[src/design/noc_settings.svh]
// ----------------------------------------
// single local port router, 5 ports total
// ----------------------------------------
`ifndef NOC_SETTINGS_SVH
`define NOC_SETTINGS_SVH

// router ports, N S E W plus one local
`define NOC_PORT_NUM 5

// virtual channel id width
`define NOC_VC_ID_W 2

// widest switch allocator one-hot index
// N, S and L0 outputs take 4 inputs, E and W take 2
`define NOC_SA_IN_MAX 4

`endif
[src/design/noc_pkg.sv]
// ----------------------------------------
// port ids are fixed, L0 is the only local
// ----------------------------------------
`include "noc_settings.svh"

package noc_pkg;

  // router port ids, also used as look-ahead route
  typedef enum logic [2:0] {
    N  = 3'd0,
    S  = 3'd1,
    E  = 3'd2,
    W  = 3'd3,
    L0 = 3'd4
  } io_port_t;

  typedef logic [`NOC_VC_ID_W-1:0]   vc_id_t;
  typedef logic [`NOC_SA_IN_MAX-1:0] sa_onehot_t;
  typedef logic [`NOC_PORT_NUM-1:0]  port_mask_t;

  // global switch allocation result for one output
  typedef struct packed {
    logic       vld;
    sa_onehot_t inport_oh;
    vc_id_t     vc_id;
  } sa_grant_t;

  // vc allocation result for one output
  typedef struct packed {
    logic     vld;
    vc_id_t   vc_id;
    io_port_t look_ahead;
  } vc_assign_t;

  // crossbar selection, also read by the credit counter
  typedef struct packed {
    logic     vld;
    io_port_t inport;
    vc_id_t   vc_id;
    io_port_t look_ahead;
  } outport_sel_t;

  // buffer read request for one input
  typedef struct packed {
    logic   en;
    vc_id_t vc_id;
  } inport_read_t;

endpackage

[src/design/sa_to_st.sv]
// ----------------------------------------
// outputs follow inputs by one clock
// ----------------------------------------
`include "noc_settings.svh"

module sa_to_st
  import noc_pkg::*;
(
  input  logic                             clk_i,
  input  logic                             rst_n_i,
  input  sa_grant_t    [`NOC_PORT_NUM-1:0] sa_grant_i,
  input  vc_assign_t   [`NOC_PORT_NUM-1:0] vc_assign_i,
  output outport_sel_t [`NOC_PORT_NUM-1:0] outport_sel_o,
  output inport_read_t [`NOC_PORT_NUM-1:0] inport_read_o
);

  io_port_t   [`NOC_PORT_NUM-1:0] inport_id;
  port_mask_t [`NOC_PORT_NUM-1:0] inport_mask;
  port_mask_t                     granted;

  // one turn table decoder per output port
  for (genvar g = 0; g < `NOC_PORT_NUM; g++) begin : gen_decode
    sa_inport_decode #(
      .OUTPORT (io_port_t'(g))
    ) u_decode (
      .sa_oh_i       (sa_grant_i[g].inport_oh),
      .inport_o      (inport_id[g]),
      .inport_mask_o (inport_mask[g])
    );
  end

  outport_grant u_outport_grant (
    .clk_i         (clk_i),
    .rst_n_i       (rst_n_i),
    .sa_grant_i    (sa_grant_i),
    .vc_assign_i   (vc_assign_i),
    .inport_i      (inport_id),
    .granted_o     (granted),
    .outport_sel_o (outport_sel_o)
  );

  // reads are gated by the combined grant, not vc assignment alone
  inport_read_gather u_inport_read_gather (
    .clk_i         (clk_i),
    .rst_n_i       (rst_n_i),
    .inport_mask_i (inport_mask),
    .granted_i     (granted),
    .sa_grant_i    (sa_grant_i),
    .inport_read_o (inport_read_o)
  );

endmodule

[src/design/inport_read_gather.sv]
// ----------------------------------------
// assumes each input granted by one output
// ----------------------------------------
`include "noc_settings.svh"

module inport_read_gather
  import noc_pkg::*;
(
  input  logic                             clk_i,
  input  logic                             rst_n_i,
  input  port_mask_t   [`NOC_PORT_NUM-1:0] inport_mask_i,
  input  port_mask_t                       granted_i,
  input  sa_grant_t    [`NOC_PORT_NUM-1:0] sa_grant_i,
  output inport_read_t [`NOC_PORT_NUM-1:0] inport_read_o
);

  // rows indexed by input, columns by output
  port_mask_t   [`NOC_PORT_NUM-1:0] hit;
  inport_read_t [`NOC_PORT_NUM-1:0] rd_d;
  inport_read_t [`NOC_PORT_NUM-1:0] rd_q;

  // transpose, keeping only outputs that really traverse
  always_comb begin
    for (int i = 0; i < `NOC_PORT_NUM; i++) begin
      for (int o = 0; o < `NOC_PORT_NUM; o++) begin
        hit[i][o] = inport_mask_i[o][i] & granted_i[o];
      end
    end
  end

  // or-reduce, only the granting output contributes a vc id
  always_comb begin
    for (int i = 0; i < `NOC_PORT_NUM; i++) begin
      rd_d[i].en    = |hit[i];
      rd_d[i].vc_id = '0;
      for (int o = 0; o < `NOC_PORT_NUM; o++) begin
        rd_d[i].vc_id = rd_d[i].vc_id | ({`NOC_VC_ID_W{hit[i][o]}} & sa_grant_i[o].vc_id);
      end
    end
  end

  always_ff @(posedge clk_i or negedge rst_n_i) begin
    if (!rst_n_i) begin
      rd_q <= '0;
    end else begin
      rd_q <= rd_d;
    end
  end

  assign inport_read_o = rd_q;

endmodule

[src/design/outport_grant.sv]
// ----------------------------------------
// one cycle latency, no back-pressure
// ----------------------------------------
`include "noc_settings.svh"

module outport_grant
  import noc_pkg::*;
(
  input  logic                             clk_i,
  input  logic                             rst_n_i,
  input  sa_grant_t    [`NOC_PORT_NUM-1:0] sa_grant_i,
  input  vc_assign_t   [`NOC_PORT_NUM-1:0] vc_assign_i,
  input  io_port_t     [`NOC_PORT_NUM-1:0] inport_i,
  output port_mask_t                       granted_o,
  output outport_sel_t [`NOC_PORT_NUM-1:0] outport_sel_o
);

  port_mask_t                       granted;
  outport_sel_t [`NOC_PORT_NUM-1:0] sel_d;
  outport_sel_t [`NOC_PORT_NUM-1:0] sel_q;

  // a traversal needs both the switch and a downstream vc
  always_comb begin
    for (int o = 0; o < `NOC_PORT_NUM; o++) begin
      granted[o] = sa_grant_i[o].vld & vc_assign_i[o].vld;
    end
  end

  // data fields pass through even when the output is idle
  always_comb begin
    for (int o = 0; o < `NOC_PORT_NUM; o++) begin
      sel_d[o].vld        = granted[o];
      sel_d[o].inport     = inport_i[o];
      sel_d[o].vc_id      = vc_assign_i[o].vc_id;
      sel_d[o].look_ahead = vc_assign_i[o].look_ahead;
    end
  end

  always_ff @(posedge clk_i or negedge rst_n_i) begin
    if (!rst_n_i) begin
      sel_q <= '0;
    end else begin
      sel_q <= sel_d;
    end
  end

  // combined grant goes to the read gather before the register
  assign granted_o     = granted;
  assign outport_sel_o = sel_q;

endmodule

[src/design/sa_inport_decode.sv]
// ----------------------------------------
// expects at most one bit set in sa_oh_i
// ----------------------------------------
`include "noc_settings.svh"

module sa_inport_decode
  import noc_pkg::*;
#(
  parameter io_port_t OUTPORT = N
) (
  input  sa_onehot_t sa_oh_i,
  output io_port_t   inport_o,
  output port_mask_t inport_mask_o
);

  // dimension order turn rules, one row per output port
  // E and W rows only use the first two entries
  localparam io_port_t TURN_TBL [`NOC_PORT_NUM][`NOC_SA_IN_MAX] = '{
    '{S, E,  W, L0},
    '{N, E,  W, L0},
    '{W, L0, W, L0},
    '{E, L0, E, L0},
    '{N, S,  E, W }
  };

  // legal inputs per output
  localparam int FAN_IN_TBL [`NOC_PORT_NUM] = '{4, 4, 2, 2, 4};

  localparam int FAN_IN = FAN_IN_TBL[OUTPORT];

  io_port_t   inport;
  port_mask_t inport_mask;

  // walk only the legal part of the index, extra bits are don't care
  always_comb begin
    inport      = TURN_TBL[OUTPORT][0];
    inport_mask = '0;
    for (int i = 0; i < FAN_IN; i++) begin
      if (sa_oh_i[i]) begin
        inport                               = TURN_TBL[OUTPORT][i];
        inport_mask                          = '0;
        inport_mask[TURN_TBL[OUTPORT][i]]    = 1'b1;
      end
    end
  end

  assign inport_o      = inport;
  assign inport_mask_o = inport_mask;

endmodule

[config.mk]
export PLATFORM = sky130hd
export DESIGN_NAME = sa_to_st
export DESIGN_NICKNAME = d
export VERILOG_FILES = /design/src/design/noc_pkg.sv /design/src/design/sa_to_st.sv /design/src/design/inport_read_gather.sv /design/src/design/outport_grant.sv /design/src/design/sa_inport_decode.sv
export VERILOG_INCLUDE_DIRS = /design/src /design/src/design
export SDC_FILE = /design/constraint.sdc
export NUM_CORES = 1
export LEC_CHECK = 0
export ABC_AREA = 1
export BUFFER_PORTS_ARGS = -buffer_cell sky130_fd_sc_hd__clkbuf_2
export CORE_UTILIZATION = 37
export DETAILED_ROUTE_END_ITERATION = 8
export PLACE_DENSITY_LB_ADDON = 0.12
export SLEW_MARGIN = 20
export SYNTH_ARGS = -nofsm -noshare
export SYNTH_HDL_FRONTEND = slang
export SYNTH_SLANG_ARGS = --single-unit
[constraint.sdc]
create_clock -name clk_i -period 0.8 [get_ports clk_i]
set_input_delay 0.08 -clock clk_i [delete_from_list [all_inputs] [get_ports clk_i]]
set_output_delay 0.08 -clock clk_i [all_outputs]
set_load 0.03 [all_outputs]
Word level (Yosys, flattened, before mapping)
Cells that the tools add are included.
- register bits: 59
- output and inout bits: 60
- word-level logic and storage cells: 137
- muxes and demuxes: 27
- bitwise logic cells: 75
- reduce and logical (&&, ||, !) cells: 5
- operator list (operator ; count):
    $and 2x2->2 ; 25
    $or 2x2->2 ; 20
    $and 1x1->1 ; 29
    $reduce_or 5->1 ; 5
    $mux 3 ; 8
    $mux 5 ; 4
    $mux 2 ; 8
    $mux 4 ; 4
    $mux 1 ; 3
    $and 1x1->1 const A ; 1

Longest topological paths before layout
- word-level depth: 10
- depth in mapped cells: 5
- depth with buffers taken out: 5

Modules after synthesis
From an unflattened synthesis, not the netlist that was laid out.
- cell total of the unflattened synthesis: 272
- area, all modules: 2467.4 µm²
- by module, submodules not included (module ; instances ; cells an instance ; area each (µm²) ; sequential area each (µm²)):
    outport_grant ; 1 ; 55 ; 1163.6 ; 1126.1
    inport_read_gather ; 1 ; 152 ; 967.2 ; 375.4
    sa_inport_decode at gen_decode[2].u_decode ... ; 2 ; 10 ; 62.6 ; 0.0
    sa_inport_decode at gen_decode[1].u_decode ; 1 ; 16 ; 75.1 ; 0.0
    sa_inport_decode at gen_decode[0].u_decode ; 1 ; 16 ; 72.6 ; 0.0
    sa_inport_decode at gen_decode[4].u_decode ; 1 ; 13 ; 63.8 ; 0.0

Worst setup path before layout
No wires, ideal clock.
- kind: reg2out
- start: reg u_outport_grant.sel_q (netlist bit u_outport_grant.outport_sel_o[24])
- end: out outport_sel_o[24] (netlist name)
- arrival: 0.703 ns
- data required time: 0.720 ns
- setup slack: 0.017 ns
- stages on the path, launching flop included: 2
- path buffers: 1
- cell sequence: dfrtp_1 buf_4
- RTL lines (element ; RTL line ; text):
    start, declared ; outport_grant.sv:20 ; outport_sel_t [`NOC_PORT_NUM-1:0] sel_q;
    start signal, assigned ; outport_grant.sv:43 ; sel_q <= sel_d;
    end, declared ; sa_to_st.sv:13 ; output outport_sel_t [`NOC_PORT_NUM-1:0] outport_sel_o,
No word-level cell between the ends.

Final worst setup path
- start: reg u_outport_grant.sel_q (netlist bit u_outport_grant.outport_sel_o[24])
- end: out outport_sel_o[24] (netlist name)
No word-level cell between the ends.

==> flow_summary.rst <==
.. list-table::
   :header-rows: 1

   * - Metric
     - Value
   * - Status
     - complete, but fails checks
   * - Failing checks
     - negative setup slack
   * - Asr flop ratio synth
     - 100%
   * - Biggest area contributors in the synthesized netlist
     - sky130_fd_sc_hd__dfrtp_1, sky130_fd_sc_hd__nand3_1, sky130_fd_sc_hd__nand2_1
   * - Critical path launch point type
     - flip-flop
   * - Post-CTS setup buffers
     - 0
   * - Mapped Avg Cell Area
     - between 10 and 15 µm²
   * - Number of search-and-repair iterations in the first detailed-routing pass
     - 4
   * - Register clock-pin slew on the reported worst setup and hold paths
     - approximately 60 ps
   * - Row count
     - 26
   * - Leakage dissipation
     - between 1.5 and 2 nW
   * - Stage delay of the slowest cell on the critical path
     - approximately 400 ps
   * - Power per standard cell area
     - 1910 nW/µm²
   * - Met2 Wirelength
     - slightly above 3000 µm
   * - Share of the synthesized area in the top cell type
     - 73.5%
   * - Part of the Yosys area used for sequential elements
     - about three quarters
   * - Largest area contributor in the netlist
     - sky130_fd_sc_hd__dfrtp_1
   * - Flip-flop and latch area
     - between 1000 and 1500 µm²
   * - Setup repair after global routing missed its margin
     - yes
   * - Count of antenna-violating nets left after detailed routing
     - 0
   * - Number of pins exceeding their max-slew limit in the final report
     - 0
   * - Clock tree root driver cell
     - sky130_fd_sc_hd__clkbuf_8
   * - Max Fclk
     - just over 1 GHz
   * - Buffer and inverter count on the worst path
     - 1
   * - Layout filler cell count
     - ~350
   * - Worst path top cell family by delay
     - flip-flops
   * - First-pass GRT wire length
     - 8330 µm
   * - Number of register bits inferred by synthesis
     - 57
   * - Final Util
     - 73.4%
   * - Share of layout cells above drive strength 1
     - 45.7%
   * - Data required time of the worst path
     - slightly above 700 ps
   * - Layout overhead on the synthesized area
     - 91.8%
   * - Top-level I/O count
     - between 100 and 150
   * - Final std cells w/o fill
     - slightly below 400
   * - Net total in the final layout
     - ~390
   * - Wire length on met3
     - about 430 µm
   * - DRC violation count after routing
     - 0
   * - Leading register cell type out of synthesis
     - sky130_fd_sc_hd__dfrtp_1
   * - Maximum clock insertion buffer count
     - 2
   * - Warnings, synthesis
     - 0
   * - Starting density of the core
     - 38.3%
   * - Vias after detailed routing
     - roughly 1800
   * - Crit-path cells
     - buf_6
   * - Die outline area
     - between 5000 and 6000 µm²
   * - Die width
     - between 70 and 80 µm
   * - Number of antenna violations at the first check in global routing
     - 0
   * - Count of input and output buffers
     - between 100 and 150
   * - CTS tree
     - done
   * - Number of cells produced by synthesis
     - 158
   * - Maximum number of pins on one net before global-route repair
     - just under 60
   * - Final antenna diode count
     - 0
   * - Die span in y
     - 74.4 µm
   * - Inst Count DP
     - 350
   * - Average wire length per cell after detail routing
     - ~15 µm
   * - Iteration-0 DRC count of the detailed router
     - 83
   * - Post-route setup slack
     - -171 ps
   * - Period Utilization, post-route
     - 121%
   * - Cell area after synthesis
     - ~1900 µm²
   * - Via count of the first global-routing pass
     - ~1700
   * - Clock H-tree levels
     - 3
   * - Overall Power
     - roughly 7.1 mW
   * - Placer's final routability congestion estimate
     - just under 0.8
   * - Min-delay worst type
     - primary input to flip-flop
   * - Overall global routing resource usage
     - a little over a fifth
   * - Core region area
     - 5070 µm²
   * - Unique masters post-synth
     - 18
   * - Commonest non-fill, non-tap cell in the layout
     - sky130_fd_sc_hd__clkbuf_2
   * - Average vias per placed instance
     - 4.43
   * - Total of endpoints with negative setup slack in the final report
     - 58
   * - Most frequent cells in the layout
     - sky130_fd_sc_hd__clkbuf_2, sky130_fd_sc_hd__dfrtp_1, sky130_fd_sc_hd__buf_8
   * - Num CTS Buffers
     - 9
   * - Worst Path Class, Setup
     - flip-flop to output port
   * - Arr. time, crit path
     - ~890 ps
   * - Clk sink count
     - 57
   * - HPWL after DPL
     - 3370 µm
   * - Crit path time final
     - slightly below 1000 ps
   * - Number of hold-slack violations in the final timing report
     - 0
   * - Max-cap violations
     - 0
   * - Remaining Overflow, GRT
     - 0
   * - Total Routed Length
     - around 5900 µm
   * - Area used by multi-input combinational logic
     - roughly 430 µm²
   * - Max Used Layer
     - met4
   * - Critical path's slowest cell
     - sky130_fd_sc_hd__dfrtp_1
   * - CP endpoint kind
     - output port
   * - Maximum fanout along the worst path
     - 2
   * - Count of flip-flops with a built-in enable after synthesis
     - 0
   * - Routed metal-1 wire length
     - 2290 µm
   * - Highest ir drop seen on vdd
     - 0.00123 V
## logic make-up (layout without fill, tap and decap cells)
group / after synthesis / after routing / share of synthesized area [%]
AOI/OAI and AO/OA: 9 / 9 / 2.83
DFF: 57 / 57 / 73.5
other: 1 / 2 / 0.193
buffers and inverters: 22 / 189 / 4.83
and+or+nand+nor: 69 / 69 / 18.7
## repair_timing
item	CTS	global route
setup endpoints to repair	58	58
hold buffers	30	0
endpoints found under the hold margin	87	0
gates resized for setup	114	60
## synthesized netlist by cell type (2+ instances only)
master / number
sky130_fd_sc_hd__a21oi_1: 3
sky130_fd_sc_hd__buf_4: 3
sky130_fd_sc_hd__dfrtp_1: 57
sky130_fd_sc_hd__inv_1: 18
sky130_fd_sc_hd__nand2_1: 21
sky130_fd_sc_hd__nand3_1: 22
sky130_fd_sc_hd__nand4_1: 10
sky130_fd_sc_hd__nor2_1: 9
sky130_fd_sc_hd__nor2_2: 2
sky130_fd_sc_hd__nor2_4: 2
sky130_fd_sc_hd__o21ai_0: 3
sky130_fd_sc_hd__o21ai_2: 2
## flip-flops by register name, summed over array words and instances (netlist names)
| name | count |
|---|---|
| u_inport_read_gather.inport_read_o | 15 |
| u_outport_grant.outport_sel_o | 42 |
## per-stage QoR
step	worst slack, ps	setup TNS (ps)	hold WS, ps	cell area (µm²)
6_report	-171	-7780	21.0	3720
5_1_grt	-201	-9400	27.0	3720
4_1_cts	-170	-8400	11.9	3650
3_5_place_dp	27.7	0	108	2650
3_3_place_gp	37.9	0	108	2650
2_1_floorplan	16.7	0	-216	1950
## final timing paths
check | from | endpoint | slack, ps | cells after the start
max in group asynchronous | rst_n_i | u_inport_read_gather.inport_read_o[6] | 250 | 3
worst min-delay path | sa_grant_i[10] | u_outport_grant.outport_sel_o[15] | 20 | 3
min in group asynchronous | rst_n_i | u_outport_grant.outport_sel_o[2] | 290 | 3
worst max-delay path | u_outport_grant.outport_sel_o[24] | outport_sel_o[24] | -170 | 1
## metal layers
metal  GRT usage (%)  vias up
met5               0        -
met4            10.9        0
met3            5.15        9
met2            36.6       80
met1            24.4      828
li1                -      839
## where the power goes
| group | internal [mW] | total [mW] | switching (mW) |
|---|---|---|---|
| registers | 3.03 | 3.14 | 0.107 |
| clock network | 1.51 | 2.63 | 1.12 |
| logic | 0.660 | 1.34 | 0.677 |
| total | 5.20 | 7.11 | 1.91 |
## area by class of cell
| type | count | area share, % |
|---|---|---|
| flip-flops and latches | 57 | 38.3 |
| inverters | 19 | 1.92 |
| repair buffers | 154 | 40.7 |
| clock buffers | 11 | 3.80 |
| well taps | 70 | 2.35 |
| multi-input cells | 80 | 11.4 |
| clock inverters | 5 | 1.48 |
Power figures use the tool's default switching activity.
